`src/core_ctrl_pkg.sv`:
```
/*
 * core controller package
 * widths, fetch address selectors, synchronous exception codes
 * and the trap cause word shared by the controller blocks
 */

`default_nettype none

package core_ctrl_pkg;

  ////////////////////////////////////////
  // widths
  ////////////////////////////////////////

  // data and address width
  localparam int unsigned xlen     = 32;
  // compressed instruction width
  localparam int unsigned cinsn_w  = 16;
  // interrupt identifier width
  localparam int unsigned irq_id_w = 5;
  // trap cause word, irq flag plus id
  localparam int unsigned cause_w  = 6;

  ////////////////////////////////////////
  // fetch selectors
  ////////////////////////////////////////

  // fetch address source for the prefetcher
  typedef enum logic [1:0] {
    PC_BOOT = 2'd0,
    PC_JUMP = 2'd1,
    PC_EXC  = 2'd2,
    PC_ERET = 2'd3
  } pc_sel_e;

  // trap vector when pc_mux is PC_EXC
  typedef enum logic {
    EXC_PC_EXC = 1'b0,
    EXC_PC_IRQ = 1'b1
  } exc_pc_sel_e;

  ////////////////////////////////////////
  // trap cause
  ////////////////////////////////////////

  // synchronous exception codes, mcause numbering
  typedef enum logic [cause_w-1:0] {
    EXC_CAUSE_NONE               = 6'd0,
    EXC_CAUSE_ILLEGAL_INSN       = 6'd2,
    EXC_CAUSE_BREAKPOINT         = 6'd3,
    EXC_CAUSE_LOAD_ACCESS_FAULT  = 6'd5,
    EXC_CAUSE_STORE_ACCESS_FAULT = 6'd7,
    EXC_CAUSE_ECALL_MMODE        = 6'd11
  } exc_code_e;

  // interrupt view, msb flags an interrupt
  typedef struct packed {
    logic                irq;
    logic [irq_id_w-1:0] id;
  } irq_cause_t;

  // one cause word, read as exception code or as interrupt
  typedef union packed {
    exc_code_e  exc;
    irq_cause_t irq;
  } exc_cause_u;

endpackage

`default_nettype wire

```
`src/core_ctrl.sv`:
```
/*
 * core controller
 * main control of the in-order core, between the decoder, the
 * fetch unit and the CSR file
 */

`default_nettype none

module core_ctrl (
    input  logic                                clk_i,
    input  logic                                rst_ni,

    input  logic                                fetch_enable_i,
    output logic                                ctrl_busy_o,
    output logic                                first_fetch_o,

    // decoder
    input  logic                                illegal_insn_i,
    input  logic                                ecall_insn_i,
    input  logic                                ebrk_insn_i,
    input  logic                                mret_insn_i,
    input  logic                                wfi_insn_i,
    input  logic                                csr_status_i,

    // IF-ID stage
    input  logic                                instr_valid_i,
    input  logic [core_ctrl_pkg::xlen-1:0]      instr_i,
    input  logic [core_ctrl_pkg::cinsn_w-1:0]   instr_compressed_i,
    input  logic                                instr_is_compressed_i,
    output logic                                instr_valid_clear_o,
    output logic                                id_in_ready_o,

    // fetch
    output logic                                instr_req_o,
    output logic                                pc_set_o,
    output core_ctrl_pkg::pc_sel_e              pc_mux_o,
    output core_ctrl_pkg::exc_pc_sel_e          exc_pc_mux_o,

    // LSU
    input  logic [core_ctrl_pkg::xlen-1:0]      lsu_addr_last_i,
    input  logic                                load_err_i,
    input  logic                                store_err_i,

    input  logic                                branch_set_i,
    input  logic                                jump_set_i,

    // interrupts
    input  logic                                irq_i,
    input  logic                                irq_req_ctrl_i,
    input  logic [core_ctrl_pkg::irq_id_w-1:0]  irq_id_ctrl_i,
    input  logic                                m_ie_i,
    output logic                                irq_ack_o,
    output logic [core_ctrl_pkg::irq_id_w-1:0]  irq_id_o,

    output core_ctrl_pkg::exc_cause_u           exc_cause_o,
    output logic                                exc_ack_o,

    // CSR file
    output logic                                csr_save_if_o,
    output logic                                csr_save_id_o,
    output logic                                csr_restore_mret_o,
    output logic                                csr_save_cause_o,
    output logic [core_ctrl_pkg::xlen-1:0]      csr_mtval_o,

    // stall sources
    input  logic                                stall_lsu_i,
    input  logic                                stall_multdiv_i,
    input  logic                                stall_jump_i,
    input  logic                                stall_branch_i
);

  logic stall;
  logic special_req;
  logic trap_pend;
  logic handle_irq;
  logic load_err_q;
  logic store_err_q;
  logic trap_take;
  logic irq_take;

  // acked id always follows the interrupt controller
  assign irq_id_o = irq_id_ctrl_i;

  ctrl_req_decode u_req_decode (
    .clk_i           (clk_i),
    .rst_ni          (rst_ni),
    .illegal_insn_i  (illegal_insn_i),
    .ecall_insn_i    (ecall_insn_i),
    .ebrk_insn_i     (ebrk_insn_i),
    .mret_insn_i     (mret_insn_i),
    .wfi_insn_i      (wfi_insn_i),
    .csr_status_i    (csr_status_i),
    .load_err_i      (load_err_i),
    .store_err_i     (store_err_i),
    .stall_lsu_i     (stall_lsu_i),
    .stall_multdiv_i (stall_multdiv_i),
    .stall_jump_i    (stall_jump_i),
    .stall_branch_i  (stall_branch_i),
    .irq_req_ctrl_i  (irq_req_ctrl_i),
    .m_ie_i          (m_ie_i),
    .stall_o         (stall),
    .special_req_o   (special_req),
    .trap_pend_o     (trap_pend),
    .handle_irq_o    (handle_irq),
    .load_err_q_o    (load_err_q),
    .store_err_q_o   (store_err_q)
  );

  ctrl_fsm u_fsm (
    .clk_i               (clk_i),
    .rst_ni              (rst_ni),
    .fetch_enable_i      (fetch_enable_i),
    .instr_valid_i       (instr_valid_i),
    .branch_set_i        (branch_set_i),
    .jump_set_i          (jump_set_i),
    .mret_insn_i         (mret_insn_i),
    .wfi_insn_i          (wfi_insn_i),
    .irq_i               (irq_i),
    .stall_i             (stall),
    .special_req_i       (special_req),
    .trap_pend_i         (trap_pend),
    .handle_irq_i        (handle_irq),
    .ctrl_busy_o         (ctrl_busy_o),
    .first_fetch_o       (first_fetch_o),
    .instr_req_o         (instr_req_o),
    .pc_set_o            (pc_set_o),
    .pc_mux_o            (pc_mux_o),
    .exc_pc_mux_o        (exc_pc_mux_o),
    .id_in_ready_o       (id_in_ready_o),
    .instr_valid_clear_o (instr_valid_clear_o),
    .irq_ack_o           (irq_ack_o),
    .exc_ack_o           (exc_ack_o),
    .csr_save_if_o       (csr_save_if_o),
    .csr_save_id_o       (csr_save_id_o),
    .csr_save_cause_o    (csr_save_cause_o),
    .csr_restore_mret_o  (csr_restore_mret_o),
    .trap_take_o         (trap_take),
    .irq_take_o          (irq_take)
  );

  ctrl_trap_result u_trap_result (
    .trap_take_i           (trap_take),
    .irq_take_i            (irq_take),
    .illegal_insn_i        (illegal_insn_i),
    .ecall_insn_i          (ecall_insn_i),
    .ebrk_insn_i           (ebrk_insn_i),
    .instr_is_compressed_i (instr_is_compressed_i),
    .instr_i               (instr_i),
    .instr_compressed_i    (instr_compressed_i),
    .load_err_q_i          (load_err_q),
    .store_err_q_i         (store_err_q),
    .lsu_addr_last_i       (lsu_addr_last_i),
    .irq_id_ctrl_i         (irq_id_ctrl_i),
    .exc_cause_o           (exc_cause_o),
    .csr_mtval_o           (csr_mtval_o)
  );

endmodule

`default_nettype wire

```
`src/ctrl_fsm.sv`:
```
/*
 * controller FSM
 * sequences boot, redirects fetch on jumps, branches, traps and
 * mret, handles wfi sleep and interrupt entry, and gates the
 * IF-ID stage through the halt and stall levels
 */

`default_nettype none

module ctrl_fsm (
    input  logic                        clk_i,
    input  logic                        rst_ni,

    input  logic                        fetch_enable_i,
    input  logic                        instr_valid_i,
    input  logic                        branch_set_i,
    input  logic                        jump_set_i,
    input  logic                        mret_insn_i,
    input  logic                        wfi_insn_i,
    input  logic                        irq_i,

    // merged requests
    input  logic                        stall_i,
    input  logic                        special_req_i,
    input  logic                        trap_pend_i,
    input  logic                        handle_irq_i,

    output logic                        ctrl_busy_o,
    output logic                        first_fetch_o,
    output logic                        instr_req_o,
    output logic                        pc_set_o,
    output core_ctrl_pkg::pc_sel_e      pc_mux_o,
    output core_ctrl_pkg::exc_pc_sel_e  exc_pc_mux_o,
    output logic                        id_in_ready_o,
    output logic                        instr_valid_clear_o,
    output logic                        irq_ack_o,
    output logic                        exc_ack_o,
    output logic                        csr_save_if_o,
    output logic                        csr_save_id_o,
    output logic                        csr_save_cause_o,
    output logic                        csr_restore_mret_o,
    output logic                        trap_take_o,
    output logic                        irq_take_o
);
  import core_ctrl_pkg::*;

  typedef enum logic [2:0] {
    RESET, BOOT_SET, FIRST_FETCH, DECODE, FLUSH, IRQ_TAKEN, WAIT_SLEEP, SLEEP
  } ctrl_state_e;

  ctrl_state_e state_q, state_d;

  logic halt_if;
  logic halt_id;

  ////////////////////////////////////////
  // next state and strobes
  ////////////////////////////////////////

  always_comb begin
    state_d            = state_q;
    ctrl_busy_o        = 1'b1;
    first_fetch_o      = 1'b0;
    instr_req_o        = 1'b1;
    pc_set_o           = 1'b0;
    pc_mux_o           = PC_BOOT;
    exc_pc_mux_o       = EXC_PC_IRQ;
    halt_if            = 1'b0;
    halt_id            = 1'b0;
    irq_ack_o          = 1'b0;
    exc_ack_o          = 1'b0;
    csr_save_if_o      = 1'b0;
    csr_save_id_o      = 1'b0;
    csr_save_cause_o   = 1'b0;
    csr_restore_mret_o = 1'b0;
    trap_take_o        = 1'b0;
    irq_take_o         = 1'b0;

    unique case (state_q)
      RESET: begin
        // hold boot address until fetch is enabled
        instr_req_o = 1'b0;
        pc_set_o    = 1'b1;
        if (fetch_enable_i) begin
          state_d = BOOT_SET;
        end
      end

      BOOT_SET: begin
        pc_set_o = 1'b1;
        state_d  = FIRST_FETCH;
      end

      FIRST_FETCH: begin
        first_fetch_o = 1'b1;
        // pipeline is empty here, so irq can go straight in
        if (handle_irq_i) begin
          halt_if = 1'b1;
          halt_id = 1'b1;
          state_d = IRQ_TAKEN;
        end else if (!stall_i) begin
          state_d = DECODE;
        end
      end

      DECODE: begin
        if (instr_valid_i) begin
          if (branch_set_i || jump_set_i) begin
            // redirect fetch to the target, same cycle
            pc_mux_o = PC_JUMP;
            pc_set_o = 1'b1;
          end else if (special_req_i) begin
            halt_if = 1'b1;
            halt_id = 1'b1;
            state_d = FLUSH;
          end
        end
        // keep new instrs out while the multicycle instr finishes
        if (handle_irq_i && stall_i) begin
          halt_if = 1'b1;
        end
        if (handle_irq_i && !stall_i && !special_req_i) begin
          halt_if = 1'b1;
          halt_id = 1'b1;
          state_d = IRQ_TAKEN;
        end
      end

      FLUSH: begin
        halt_if = 1'b1;
        halt_id = 1'b1;
        state_d = DECODE;
        if (trap_pend_i) begin
          // save pc of the faulting instr in ID
          pc_mux_o         = PC_EXC;
          pc_set_o         = 1'b1;
          exc_pc_mux_o     = EXC_PC_EXC;
          csr_save_id_o    = 1'b1;
          csr_save_cause_o = 1'b1;
          trap_take_o      = 1'b1;
        end else if (mret_insn_i) begin
          pc_mux_o           = PC_ERET;
          pc_set_o           = 1'b1;
          csr_restore_mret_o = 1'b1;
        end else if (wfi_insn_i) begin
          state_d = WAIT_SLEEP;
        end
      end

      IRQ_TAKEN: begin
        // save pc of the next instr in IF
        pc_mux_o         = PC_EXC;
        pc_set_o         = 1'b1;
        exc_pc_mux_o     = EXC_PC_IRQ;
        csr_save_if_o    = 1'b1;
        csr_save_cause_o = 1'b1;
        irq_ack_o        = 1'b1;
        exc_ack_o        = 1'b1;
        irq_take_o       = 1'b1;
        state_d          = DECODE;
      end

      WAIT_SLEEP: begin
        ctrl_busy_o = 1'b0;
        instr_req_o = 1'b0;
        halt_if     = 1'b1;
        halt_id     = 1'b1;
        state_d     = SLEEP;
      end

      SLEEP: begin
        // wake on any irq line, taken or not
        ctrl_busy_o = 1'b0;
        instr_req_o = 1'b0;
        halt_if     = 1'b1;
        halt_id     = 1'b1;
        if (irq_i) begin
          state_d = FIRST_FETCH;
        end
      end
    endcase
  end

  ////////////////////////////////////////
  // IF-ID gating
  ////////////////////////////////////////

  assign id_in_ready_o       = ~stall_i & ~halt_if;
  // drop finished instrs, or killed ones on a halt
  assign instr_valid_clear_o = ~stall_i | halt_id;

  always_ff @(posedge clk_i or negedge rst_ni) begin
    if (!rst_ni) begin
      state_q <= RESET;
    end else begin
      state_q <= state_d;
    end
  end

endmodule

`default_nettype wire

```
`src/ctrl_req_decode.sv`:
```
/*
 * controller request decode
 * merges decoder flags, stall sources and the interrupt enable
 * into the requests seen by the FSM, and keeps a one cycle copy
 * of the LSU access faults for the flush cycle
 */

`default_nettype none

module ctrl_req_decode (
    input  logic clk_i,
    input  logic rst_ni,

    // decoder flags
    input  logic illegal_insn_i,
    input  logic ecall_insn_i,
    input  logic ebrk_insn_i,
    input  logic mret_insn_i,
    input  logic wfi_insn_i,
    input  logic csr_status_i,

    // LSU fault pulses
    input  logic load_err_i,
    input  logic store_err_i,

    // multicycle stall sources
    input  logic stall_lsu_i,
    input  logic stall_multdiv_i,
    input  logic stall_jump_i,
    input  logic stall_branch_i,

    // interrupt controller
    input  logic irq_req_ctrl_i,
    input  logic m_ie_i,

    output logic stall_o,
    output logic special_req_o,
    output logic trap_pend_o,
    output logic handle_irq_o,
    output logic load_err_q_o,
    output logic store_err_q_o
);

  logic exc_req;
  logic exc_req_lsu;
  logic load_err_q;
  logic store_err_q;

  // instruction exceptions, ebreak always traps
  assign exc_req     = illegal_insn_i | ecall_insn_i | ebrk_insn_i;
  // lsu faults only last one cycle
  assign exc_req_lsu = load_err_i | store_err_i;

  // anything that needs the pipeline flushed
  assign special_req_o = mret_insn_i | wfi_insn_i | csr_status_i | exc_req | exc_req_lsu;

  // in FLUSH the raw fault is gone, so use the registered copy
  assign trap_pend_o = exc_req | load_err_q | store_err_q;

  // current instr still needs cycles after this one
  assign stall_o = stall_lsu_i | stall_multdiv_i | stall_jump_i | stall_branch_i;

  // machine interrupts only when globally enabled
  assign handle_irq_o = irq_req_ctrl_i & m_ie_i;

  always_ff @(posedge clk_i or negedge rst_ni) begin
    if (!rst_ni) begin
      load_err_q  <= 1'b0;
      store_err_q <= 1'b0;
    end else begin
      load_err_q  <= load_err_i;
      store_err_q <= store_err_i;
    end
  end

  assign load_err_q_o  = load_err_q;
  assign store_err_q_o = store_err_q;

endmodule

`default_nettype wire

```
`src/ctrl_trap_result.sv`:
```
/*
 * trap result
 * picks the cause word and mtval for the cycle in which the
 * FSM takes a synchronous trap or an interrupt
 */

`default_nettype none

module ctrl_trap_result (
    input  logic                                trap_take_i,
    input  logic                                irq_take_i,

    // decoder flags and the instr in ID
    input  logic                                illegal_insn_i,
    input  logic                                ecall_insn_i,
    input  logic                                ebrk_insn_i,
    input  logic                                instr_is_compressed_i,
    input  logic [core_ctrl_pkg::xlen-1:0]      instr_i,
    input  logic [core_ctrl_pkg::cinsn_w-1:0]   instr_compressed_i,

    // registered LSU faults and their address
    input  logic                                load_err_q_i,
    input  logic                                store_err_q_i,
    input  logic [core_ctrl_pkg::xlen-1:0]      lsu_addr_last_i,

    input  logic [core_ctrl_pkg::irq_id_w-1:0]  irq_id_ctrl_i,

    output core_ctrl_pkg::exc_cause_u           exc_cause_o,
    output logic [core_ctrl_pkg::xlen-1:0]      csr_mtval_o
);
  import core_ctrl_pkg::*;

  always_comb begin
    exc_cause_o.exc = EXC_CAUSE_NONE;
    csr_mtval_o     = '0;

    if (irq_take_i) begin
      exc_cause_o.irq.irq = 1'b1;
      exc_cause_o.irq.id  = irq_id_ctrl_i;
    end else if (trap_take_i) begin
      // priority as in the privileged spec, instr faults first
      if (illegal_insn_i) begin
        exc_cause_o.exc = EXC_CAUSE_ILLEGAL_INSN;
        csr_mtval_o     = instr_is_compressed_i ?
                          {{(xlen-cinsn_w){1'b0}}, instr_compressed_i} : instr_i;
      end else if (ecall_insn_i) begin
        exc_cause_o.exc = EXC_CAUSE_ECALL_MMODE;
      end else if (ebrk_insn_i) begin
        exc_cause_o.exc = EXC_CAUSE_BREAKPOINT;
      end else if (store_err_q_i) begin
        exc_cause_o.exc = EXC_CAUSE_STORE_ACCESS_FAULT;
        csr_mtval_o     = lsu_addr_last_i;
      end else if (load_err_q_i) begin
        exc_cause_o.exc = EXC_CAUSE_LOAD_ACCESS_FAULT;
        csr_mtval_o     = lsu_addr_last_i;
      end
    end
  end

endmodule

`default_nettype wire

```
`config.mk`:
```
export PLATFORM = sky130hd
export DESIGN_NAME = core_ctrl
export DESIGN_NICKNAME = d
export VERILOG_FILES = /design/src/core_ctrl_pkg.sv /design/src/core_ctrl.sv /design/src/ctrl_fsm.sv /design/src/ctrl_req_decode.sv /design/src/ctrl_trap_result.sv
export SDC_FILE = /design/constraint.sdc
export NUM_CORES = 1
export LEC_CHECK = 0
export ABC_AREA = 1
export BUFFER_PORTS_ARGS = -buffer_cell sky130_fd_sc_hd__clkbuf_2
export CORE_UTILIZATION = 34
export DETAILED_ROUTE_END_ITERATION = 7
export HOLD_SLACK_MARGIN = 0.08
export PLACE_DENSITY = 0.91
export RECOVER_POWER = 25
export SLEW_MARGIN = 30
export SYNTH_ARGS = -nofsm -noshare
export SYNTH_HDL_FRONTEND = slang
export SYNTH_SLANG_ARGS = --single-unit
```
`constraint.sdc`:
```
create_clock -name clk_i -period 1.8 [get_ports clk_i]
set_input_delay 0.18 -clock clk_i [delete_from_list [all_inputs] [get_ports clk_i]]
set_output_delay 0.18 -clock clk_i [all_outputs]
set_load 0.01 [all_outputs]
```
Word level (Yosys, flattened, before mapping):

Cells that the tools add are included.

* register bits after elaboration: 5
* input port bits: 107
* output and inout bits: 58
* word-level logic and storage cells: 102

* eq/ne operators: 13
* multiplexer cells: 57
* bitwise gates (word level): 17
* reductions and logical operators: 12

Operators with widths (number)
* 32-bit 2-to-1 mux: 8
* 3-bit 2-to-1 mux: 12
* 6-bit 2-to-1 mux: 6
* 3-bit case mux with 8 select lines: 1
* 1-bit 2-to-1 mux: 22
* 1-bit OR: 13
* 3-bit equality test (second input constant): 4
* 1-bit case mux with 3 select lines: 3
* 3-bit OR reduction: 3
* 3-bit by 2-bit equality test with 1-bit output (second input constant): 2
* 2-bit 2-to-1 mux: 3
* 3-bit != test (second input constant): 2
* 2-bit case mux with 3 select lines: 1
* 6-bit AND reduction: 1
* 2-bit != test (second input constant): 2
* 3-bit by 1-bit equality test with 1-bit output (second input constant): 1
* 1-bit logical AND: 3
* 3-bit logical NOT: 1
* 3-bit by 1-bit != test with 1-bit output (second input constant): 1
* 3-bit by 2-bit != test with 1-bit output (second input constant): 1
* 1-bit bitwise AND: 2
* 1-bit logical NOT: 2
* 1-bit inverter: 2
* 1-bit case mux with 2 select lines: 1
* other kinds (2): 2

Depth between registers and ports, before layout:

Gate-level depths: netlist (run 1).

* word-level depth: 12
* depth in mapped cells: 9
* mapped depth without buffers: 8

Cells and area by module:

A second synthesis (run 1) with hierarchy kept.

* cell total of the unflattened synthesis: 305
* area, all modules: 1626.6 µm²

By module, submodules not included
* ctrl_trap_result: times used 1, cells each 189, area each 907.1 µm², seq. area each 0.0 µm²
* ctrl_fsm: times used 1, cells each 93, area each 565.5 µm², seq. area each 75.1 µm²
* ctrl_req_decode: times used 1, cells each 18, area each 116.4 µm², seq. area each 50.0 µm²
* core_ctrl: times used 1, cells each 5, area each 37.5 µm², seq. area each 0.0 µm²

Worst setup path after synthesis (run 1):

OpenSTA, ideal clock, no wires.

* kind: register to output
* from: reg u_fsm.state_q[0]
* to: out csr_mtval_o[16] in the netlist's numbering
* data arrival time: 1257 ps
* data required time: 1620 ps
* slack: 363 ps
* stages on the path, launching flop included: 8
* path buffers: 2
* cells stage by stage: dfrtp_1 -> inv_2 -> nand2_2 -> nor2_4 -> nand2_2 -> buf_6 -> buf_12 -> o21ai_1

* word-level cells in the longest chain between the ends: 4
* elaborated cells between the ends (all ways): 6
* classes of those cells: 2 x eq/ne; 4 x mux

Ends and longest elaborated chain
* start, declared: line ctrl_fsm.sv:51 `ctrl_state_e state_q, state_d;`
* start signal, assigned: line ctrl_fsm.sv:196 `state_q <= state_d;`
* 3-bit equality test: line ctrl_fsm.sv:79 `unique case (state_q)`
* 1-bit 2-to-1 mux: line ctrl_fsm.sv:79
* 32-bit 2-to-1 mux: line ctrl_trap_result.sv:40 `end else if (trap_take_i) begin`
* 32-bit 2-to-1 mux *: line ctrl_trap_result.sv:37 `if (irq_take_i) begin`
* end, declared: line core_ctrl.sv:63 `output logic [core_ctrl_pkg::xlen-1:0] csr_mtval_o,`

Mark *: on every way between the ends. The rest lies on a longest branch, timed or not.

Worst setup path after layout (run 1):

* from: reg u_fsm.state_q[0]
* to: out csr_mtval_o[5] in the netlist's numbering

Same word-level chain as after synthesis.

==> run summary, run 1 <==
GRT Overall Usage = 21.4%
Sink Count = 5
MaxCap Viol Count = 0
Vias post-DR = 2324
Final setup TNS = -0.230 ns
Port Buffers = 164
Largest net degree at the start of global routing = 21
I/O pins = 165
Post-Layout Inst Area = 0.00268 mm²
Status = finished with violations
Register area share after synthesis = 8.78%
Final routed DRC violation total = 0
Max Buffers Root-to-Sink = 2
Synth warn = 0
Layout Skew = 0.00538 ns
Antenna violations before repair = 0
Crit. End Element = output pin
Full die area = 0.00445 mm²
Core ar. = 0.00400 mm²
1st-iter DRT viols = 99
Layout Cells excl Fill = 457
Die Span Y = 66.7 µm
Fmax = 543 MHz
Number of synthesized register bits = 5
Reg clk slew, reported paths = 0.04 ns
Number of inserted diodes = 0
CP Launch Type = flip-flop
# nets final = 515
Final WL = 6190 µm
Worst skew pair latency = 0.22 ns
Die width = 66.7 µm
WL/cell = 13.5 µm
Vias per Instance = 5.09
Mapped Avg Cell Area = 5.94 µm²
Syn-to-layout area delta = 87.8%
Failing checks = negative setup slack
Worst-path fanout max = 6
Final worst slack = -0.0420 ns
Inst Count DP = 438
Placed Area = 0.00221 mm²
Final Max Slew Viols = 0
Post-Syn Instances = 240
Min-delay worst type = input port to flip-flop
Gr ovfl total = 0
Cell area after synthesis = 0.00143 mm²
Clk root buf = clkbuf_8
Core Rows = 23
CP arrival = 1.66 ns
Drt pass-1 iters = 4
Final Cycle Share = 102%
H-tree levels = 1
Power per cell area = 630 mW/mm²
Post-DP HPWL = 4300 µm
Worst-Margin Slew = 0.501 ns
Initial core utilization = 35.6%
Relative slew slack = 66.5%
Vias in the first global route = 1756
RSZ-0062 raised after global routing = yes
Count of cell types in the netlist = 24
Worst vdd ir = 0.000922 V
First-pass GRT wire length = 7560 µm
Final Wtd Congestion = 0.922
CTS tree = done
Final setup viols = 12
Layout cells sized above 1 = 60.0%
Final hold viol count = 0
Crit Path Class = flip-flop to output pin
Final min period = 1.84 ns
Pleak = 0.00140 µW
Syn Nets = 347
WP data required = 1.62 ns
CTS buffer count = 3
Final ANT Viol Nets = 0
## registers in the layout (all words and copies together), names as in the netlist
register                    flops
u_req_decode.store_err_q_o      1
u_fsm.state_q                   3
u_req_decode.load_err_q_o       1
## layer usage
metal / routed length, µm / up-vias / track usage, %
li1: - / 1155 / -
met3: 461 / 16 / 1.20
met2: 3250 / 126 / 39.6
met4: 98 / 0 / 4.52
met1: 2380 / 1027 / 26.7
met5: 0 / - / 0
## cells by family after synthesis
group | count (synthesis) | synth area share (%)
DFF | 5 | 8.78
AOI/OAI and AO/OA | 62 | 32.9
and+or+nand+nor | 132 | 42.1
buffers and inverters | 41 | 16.2
## synth_stat cells, drive strengths merged
cell type | n | area [µm²]
nor2 | 40 | 173
clkbuf | 3 | 11.3
inv | 18 | 67.6
o21ai | 40 | 200
o31ai | 16 | 230
a21oi | 4 | 20.0
a22o | 1 | 8.76
or2 | 1 | 6.26
nand4 | 1 | 6.26
nand2 | 44 | 173
buf | 20 | 153
nor3 | 1 | 16.3
nand3 | 45 | 225
a32o | 1 | 10.0
dfrtp | 5 | 125
## cell usage in the layout, fill, tap and decap left out, drive strengths merged
cell and n:
nand2 44, buf 48, or2 1, nor2 40, a22o 1, clkbuf 140
nand4 1, a32o 1, dfrtp 5, inv 18, dlygate4sd3 2, nand3 45
o31ai 16, nor3 1, a21oi 4, o21ai 40
## power breakdown
part | leakage [µW] | switching, µW | total, µW | internal (µW)
clock | 0.0000228 | 55.6 | 208 | 152
combinational | 0.00132 | 725 | 1250 | 530
sequential | 0.0000584 | 72.2 | 225 | 152
total | 0.00140 | 853 | 1690 | 834
## layout make-up
type	count	area, µm²
Fill cell	344	1320
Multi-Input combinational cell	194	1270
Timing Repair Buffer	186	1100
Sequential cell	5	128
Inverter	18	67.6
Tap cell	50	62.6
Clock buffer	4	45.0
## through the flow
stage | total power, µW | setup slack (ns) | hold WS (ns) | util (%)
after floorplan | 866 | 0.363 | -0.116 | -
after global placement | 1180 | 0.196 | -0.00308 | 55.2
after detailed placement | 1200 | 0.146 | -0.000523 | 55.2
after CTS | 1430 | 0.00111 | 0.0802 | 57.4
after global routing | 1810 | -0.107 | 0.0931 | 66.9
final | 1690 | -0.0420 | 0.0897 | 66.9
## final timing paths
kind                                         startpoint                             endpoint  slack, ns  depth (start not counted)
setup / recovery           u_fsm.state_q[0]$_DFFE_PN0P_                       csr_mtval_o[5]      -0.04                          8
hold / removal                               load_err_i  u_req_decode.load_err_q_o$_DFF_PN0_       0.09                          1
setup reg to reg           u_fsm.state_q[2]$_DFFE_PN0P_         u_fsm.state_q[1]$_DFFE_PN0P_       0.33                          7
hold reg to reg            u_fsm.state_q[0]$_DFFE_PN0P_         u_fsm.state_q[0]$_DFFE_PN0P_       0.55                          2
max in group asynchronous                        rst_ni         u_fsm.state_q[1]$_DFFE_PN0P_       1.24                          2
min in group asynchronous                        rst_ni  u_req_decode.load_err_q_o$_DFF_PN0_       0.33                          2
## critical path, cell delays in order (launching register included)
cell and delay, ns:
dfrtp_2 0.43, inv_2 0.09, nand2_4 0.07, nor3_4 0.24, buf_6 0.16, buf_8 0.12, nand3_2 0.07, o31ai_2 0.08
buf_2 0.17
## timing repair
item | 4_1_cts | 5_1_grt
buffers inserted | 1 | 5
hold buffers | 2 | 0
setup endpoints to repair | 29 | 45
pin swaps | 1 | 4
gates resized for setup | 4 | 99
gates cloned | 0 | 7
hold endpoints to repair | 6 | 0
No activity file was read; power rests on OpenSTA's default activity.
==> run 2, diff against run 1 <==
- REMOVE_ABC_BUFFERS: default -> 1
==> run summary, run 2 (same netlist as run 1, synthesis figures left out) <==
WP data required = 1.62 ns (about the same)
Power per cell area = 639 mW/mm² (+1.4%)
Core Rows = 23 (unchanged)
CTS tree = done
H-tree levels = 1 (unchanged)
Gr ovfl total = 0 (unchanged)
CTS buffer count = 3 (unchanged)
Vias per Instance = 5.11 (+0.51%)
Placed Area = 0.00228 mm² (+3.1%)
Vias in the first global route = 1901 (+8.3%)
Logic gate share of total power = 73.8% (-0.6 points)
Sink Count = 5 (unchanged)
Net Sw Frac = 49.7% (-0.88 points)
Final Cycle Share = 98.9% (-3.4 points)
Status = completed
CP Cell Sequence = nor2_4 -> nand2_2 -> nor2_4 -> inv_2 -> nand2_4 -> buf_12 -> o31ai_2 -> buf_2
Fill count = 352 (+2.3%)
MaxCap Viol Count = 0 (unchanged)
Clk root buf = clkbuf_8
Layout cells sized above 1 = 56.4% (-3.6 points)
Min-delay worst type = input port to flip-flop
Max Buffers Root-to-Sink = 2 (unchanged)
Full die area = 0.00445 mm² (unchanged)
Worst vdd ir = 0.000751 V (-18%)
CP top delay family = buffers and inverters
Post-Layout Inst Area = 0.00264 mm² (-1.4%)
Syn-to-layout area delta = 85.3%
Fmax = 562 MHz (+3.5%)
Core Util, Final = 66.0% (-0.91 points)
Layout Skew = 0.00655 ns (+0.00117 ns)
Cell mode on critical path = nor2_4
Worst skew pair latency = 0.23 ns (about the same)
Worst slack, placed = 0.168 ns (+0.0222 ns)
Final worst slack = 0.0198 ns (+0.0618 ns)
Drt pass-1 iters = 4 (unchanged)
Initial core utilization = 35.6% (unchanged)
Pint = 849 µW (+1.8%)
Largest net degree at the start of global routing = 34 (+62%)
Post-DP HPWL = 4690 µm (+9.0%)
Reg power frac = 12.8% (-0.5 points)
Final min period = 1.78 ns (-0.0618 ns)
P_sw = 838 µW (-1.7%)
CP Launch Type = flip-flop
Pleak = 0.00139 µW (-1.0%)
Port Buffers = 164 (unchanged)
Crit. End Element = output pin
Die Span Y = 66.7 µm (unchanged)
Crit-path slowest cell = dfrtp_1
I/O pins = 165 (unchanged)
Relative slew slack = 75.4% (+8.9 points)
WL/cell = 13.9 µm (+2.5%)
Final Max Slew Viols = 0 (unchanged)
Crit path largest cell delay = 0.38 ns (-0.05 ns)
RSZ-0062 raised after global routing = yes
Number of inserted diodes = 0 (unchanged)
Vias post-DR = 2341 (+0.73%)
Max reg flops = 3 (unchanged)
# nets final = 516 (+0.19%)
CP arrival = 1.60 ns (-0.06 ns)
Clock power share = 13.4% (+1.1 points)
Final Wtd Congestion = 0.856 (-7.2%)
Reg clk slew, reported paths = 0.04 ns (about the same)
Die width = 66.7 µm (unchanged)
Worst-Margin Slew = 0.365 ns (-0.137 ns)
Final hold viol count = 0 (unchanged)
1st-iter DRT viols = 97 (-2.0%)
Most common cell after layout, fill and taps aside = clkbuf_2
Largest register by flop count = u_fsm.state_q
Crit path buf inv count = 3 (-1)
Final WL = 6350 µm (+2.7%)
Final routed DRC violation total = 0 (unchanged)
Core ar. = 0.00400 mm² (unchanged)
GRT Overall Usage = 23.4% (+2.0 points)
Antenna violations before repair = 0 (unchanged)
First-pass GRT wire length = 8070 µm (+6.8%)
Final setup viols = 0 (-12)
Final setup TNS = 0 ns (+0.230 ns)
Worst-path fanout max = 12 (+6)
Crit Path Class = flip-flop to output pin
Commonest cells after routing, fill and taps aside = clkbuf_2, nand2_1, nor2_1
Final ANT Viol Nets = 0 (unchanged)
run 2: changes by cell type in the layout (fill, tap and decap cells not counted), sizes merged:
cell and change:
dlygate4sd3 +1, buf -4, clkbuf +4
run 2: worst register-to-register path: stages (launching register included):
cell,delay [ns]
dfrtp_2,0.48
inv_2,0.10
nor2_1,0.05
nand2_1,0.11
a21oi_1,0.06
a21oi_1,0.27
nand2_1,0.12
nand2_1,0.07
nand2_1,0.06
run 2: final cells by class:
| class | instances | area (µm²) | area share (%) |
|---|---|---|---|
| sequential | 5 | 128 | 4.83 |
| timing repair buffer | 187 | 1140 | 43.3 |
| multi-input combinational | 194 | 1190 | 45.3 |
| tap | 50 | 62.6 | 2.37 |
| clock buffer | 4 | 45.0 | 1.71 |
| inverter | 18 | 67.6 | 2.56 |
run 2: what timing repair did:
action | in CTS | in global routing
gates cloned | 1 | 4
hold buffers | 3 | 0
endpoints found under the setup margin | 20 | 41
buffers inserted | 0 | 5
resized for setup | 6 | 59
pin swaps | 0 | 6
hold endpoints to repair | 7 | 0
run 2: through the flow:
stage / power [µW] / hold WS (ns) / cells
final: 1690 / 0.241 / 458
after global routing: 1800 / 0.250 / 458
after CTS: 1510 / 0.230 / 450
after detailed placement: 1240 / 0.00377 / 442
after global placement: 1220 / 0.000174 / 442
after floorplan: 770 / -0.116 / 217
run 2: metal layers:
layer  vias to the layer above  GRT usage (%)  wire (µm)
met1                      1065           27.0       2460
met2                       115           42.7       3330
met5                         -              0          0
met4                         0           10.6        127
li1                       1151              -          -
met3                        10           2.23        438
run 2: final timing paths:
| check | startpoint | end | slack (ns) | cells after the start |
|---|---|---|---|---|
| worst max-delay path | u_req_decode.store_err_q_o$_DFF_PN0_ | csr_mtval_o[0] | 0.02 | 8 |
| max in group asynchronous | rst_ni | u_fsm.state_q[1]$_DFFE_PN0P_ | 1.25 | 2 |
| worst min register to register | u_fsm.state_q[0]$_DFFE_PN0P_ | u_fsm.state_q[0]$_DFFE_PN0P_ | 0.67 | 3 |
| worst max register to register | u_fsm.state_q[1]$_DFFE_PN0P_ | u_fsm.state_q[0]$_DFFE_PN0P_ | 0.35 | 8 |
| min in group asynchronous | rst_ni | u_fsm.state_q[2]$_DFFE_PN0P_ | 0.32 | 2 |
| worst min-delay path | irq_i | u_fsm.state_q[2]$_DFFE_PN0P_ | 0.24 | 4 |
run 2: power by group through the flow:
stage | Clock, µW | Sequential, µW | Combinational (µW)
6_report | 226 | 215 | 1250
5_1_grt | 231 | 220 | 1350
4_1_cts | 220 | 208 | 1080
3_5_place_dp | 0 | 206 | 1040
3_3_place_gp | 0 | 201 | 1020
2_1_floorplan | 0 | 206 | 564
==> run 3, diff against run 2 <==
- BUFFER_PORTS_ARGS: -buffer_cell sky130_fd_sc_hd__clkbuf_2 -> -buffer_cell sky130_fd_sc_hd__buf_2
==> run summary, run 3 (same netlist as run 1, synthesis figures left out) <==
Min-delay worst type = input port to flip-flop
CP Cell Sequence = inv_2 -> nand2_4 -> nor3_4 -> buf_12 -> clkbuf_16 -> nand3_1 -> o31ai_4 -> buf_2
Layout Cells excl Fill = 457 (-0.22%)
Relative slew slack = 72.9% (-2.6 points)
Layout Skew = 0.00555 ns (-0.000998 ns)
Worst-path fanout max = 8 (-4)
Initial core utilization = 35.6% (unchanged)
WHS Path Cells = 4 (unchanged)
First-pass GRT wire length = 8580 µm (+6.2%)
Max reg flops = 3 (unchanged)
Post-DP HPWL = 4570 µm (-2.6%)
Port Buffers = 164 (unchanged)
Final ANT Viol Nets = 0 (unchanged)
WL/cell = 14.8 µm (+6.3%)
Crit path buf inv count = 4 (+1)
Most common cell after layout, fill and taps aside = buf_2
Reg2reg setup slack = 0.39 ns (+0.04 ns)
Largest net degree at the start of global routing = 34 (unchanged)
GRT Overall Usage = 24.8% (+1.4 points)
Failing checks = negative setup slack
MaxCap Viol Count = 0 (unchanged)
Die width = 66.7 µm (unchanged)
Worst R2R Path Depth = 8 (unchanged)
Final setup viols = 1 (+1)
Core Rows = 23 (unchanged)
Worst hold start = irq_i
Max Buffers Root-to-Sink = 2 (unchanged)
I/O pins = 165 (unchanged)
CTS tree = done
Final WL = 6740 µm (+6.1%)
Antenna violations before repair = 0 (unchanged)
Commonest cells after routing, fill and taps aside = buf_2, nand2_1, nor2_1
Crit Path Class = flip-flop to output pin
Syn-to-layout area delta = 92.2%
Crit-path slowest cell = dfrtp_1
Final setup TNS = -0.00164 ns (-0.00164 ns)
Gr ovfl total = 0 (unchanged)
Worst-Margin Slew = 0.403 ns (+0.0379 ns)
Reg clk slew, reported paths = 0.03 ns (about the same)
Largest register by flop count = u_fsm.state_q
Fmax = 555 MHz (-1.2%)
Sink Count = 5 (unchanged)
Post-Layout Inst Area = 0.00274 mm² (+3.7%)
CP top delay family = buffers and inverters
Final Max Slew Viols = 0 (unchanged)
Worst reg2reg endpoint = u_fsm.state_q[0]$_DFFE_PN0P_
Inst Count DP = 437 (-1.1%)
Layout cells sized above 1 = 56.5% (+0.14 points)
Core ar. = 0.00400 mm² (unchanged)
Critical path depth in cells = 8 (unchanged)
Final worst slack = -0.00164 ns (-0.0214 ns)
H-tree levels = 1 (unchanged)
RSZ-0062 raised after global routing = yes
Number of inserted diodes = 0 (unchanged)
Vias post-DR = 2427 (+3.7%)
Reg-to-Reg Start = u_fsm.state_q[1]$_DFFE_PN0P_
Final min period = 1.80 ns (+0.0214 ns)
Die Span Y = 66.7 µm (unchanged)
Worst vdd ir = 0.000943 V (+25%)
Pleak = 0.00140 µW (+1.1%)
Power per cell area = 628 mW/mm² (-1.7%)
Clk root buf = clkbuf_8
Vias per Instance = 5.31 (+3.9%)
CTS buffer count = 3 (unchanged)
Status = finished with violations
Crit. End Element = output pin
Worst Hold Path EP = u_fsm.state_q[2]$_DFFE_PN0P_
Final Wtd Congestion = 0.883 (+3.2%)
CP arrival = 1.62 ns (+0.02 ns)
Hold slack = 0.262 ns (+0.0211 ns)
Final routed DRC violation total = 0 (unchanged)
Full die area = 0.00445 mm² (unchanged)
Placed Area = 0.00223 mm² (-2.2%)
Drt pass-1 iters = 5 (+1)
# nets final = 515 (-0.19%)
1st-iter DRT viols = 155 (+60%)
WP data required = 1.62 ns (about the same)
Final Cycle Share = 100% (+1.2 points)
Worst skew pair latency = 0.23 ns (about the same)
Crit path largest cell delay = 0.38 ns (about the same)
CP Launch Type = flip-flop
Final hold viol count = 0 (unchanged)
Vias in the first global route = 1928 (+1.4%)
## run 3: worst reg2reg max path: cells and delay by family (launching register included)
kind,cells,cell delay (ns)
AO/OA/AOI/OAI,2,0.30
buffers and inverters,1,0.09
flip-flops,1,0.48
AND/OR/NAND/NOR,5,0.40
## run 3: metal layers
layer	GRT usage, %	part of all wire, %
met1	30.2	38
met2	42.4	51
met3	5.14	7.8
met4	8.78	3.1
met5	0	0
## run 3: how the worst max path moves through the flow
stage	start	to
final	u_fsm.state_q[0]$_DFFE_PN0P_	csr_mtval_o[8]
after global placement	u_fsm.state_q[1]$_DFFE_PN0P_	csr_mtval_o[5]
after CTS	u_req_decode.store_err_q_o$_DFF_PN0_	csr_mtval_o[10]
after detailed placement	u_req_decode.store_err_q_o$_DFF_PN0_	csr_mtval_o[0]
after global routing	u_fsm.state_q[0]$_DFFE_PN0P_	csr_mtval_o[8]
after floorplan	u_fsm.state_q[0]$_DFFE_PN0P_	csr_mtval_o[0]
## run 3: area by class of cell
class,count,area (µm²)
Clock buffer,4,45.0
Fill cell,332,1260
Inverter,18,68.8
Multi-Input combinational cell,194,1260
Sequential cell,5,128
Tap cell,50,62.6
Timing Repair Buffer,186,1170
## run 3: through the flow
| step | power (µW) | worst slack, ns | util [%] |
|---|---|---|---|
| after floorplan | 770 | -0.0306 | - |
| after CTS | 1480 | 0.0143 | 58.8 |
| final | 1720 | -0.00164 | 68.5 |
| after global routing | 1850 | -0.0740 | 68.5 |
| after global placement | 1190 | 0.234 | 55.7 |
| after detailed placement | 1210 | 0.169 | 55.7 |
## run 3: timing repair
| action | CTS | global route |
|---|---|---|
| buffers inserted | 1 | 4 |
| hold buffers | 3 | 0 |
| cloned | 1 | 8 |
| resized for setup | 5 | 44 |
| setup endpoints to repair | 39 | 44 |
| pin swaps | 1 | 6 |
| endpoints found under the hold margin | 7 | 0 |
## run 3: power by group
part / switching, µW / internal, µW
Clock: 57.4 / 152
Combinational: 725 / 572
Sequential: 62.4 / 151
Total: 845 / 876
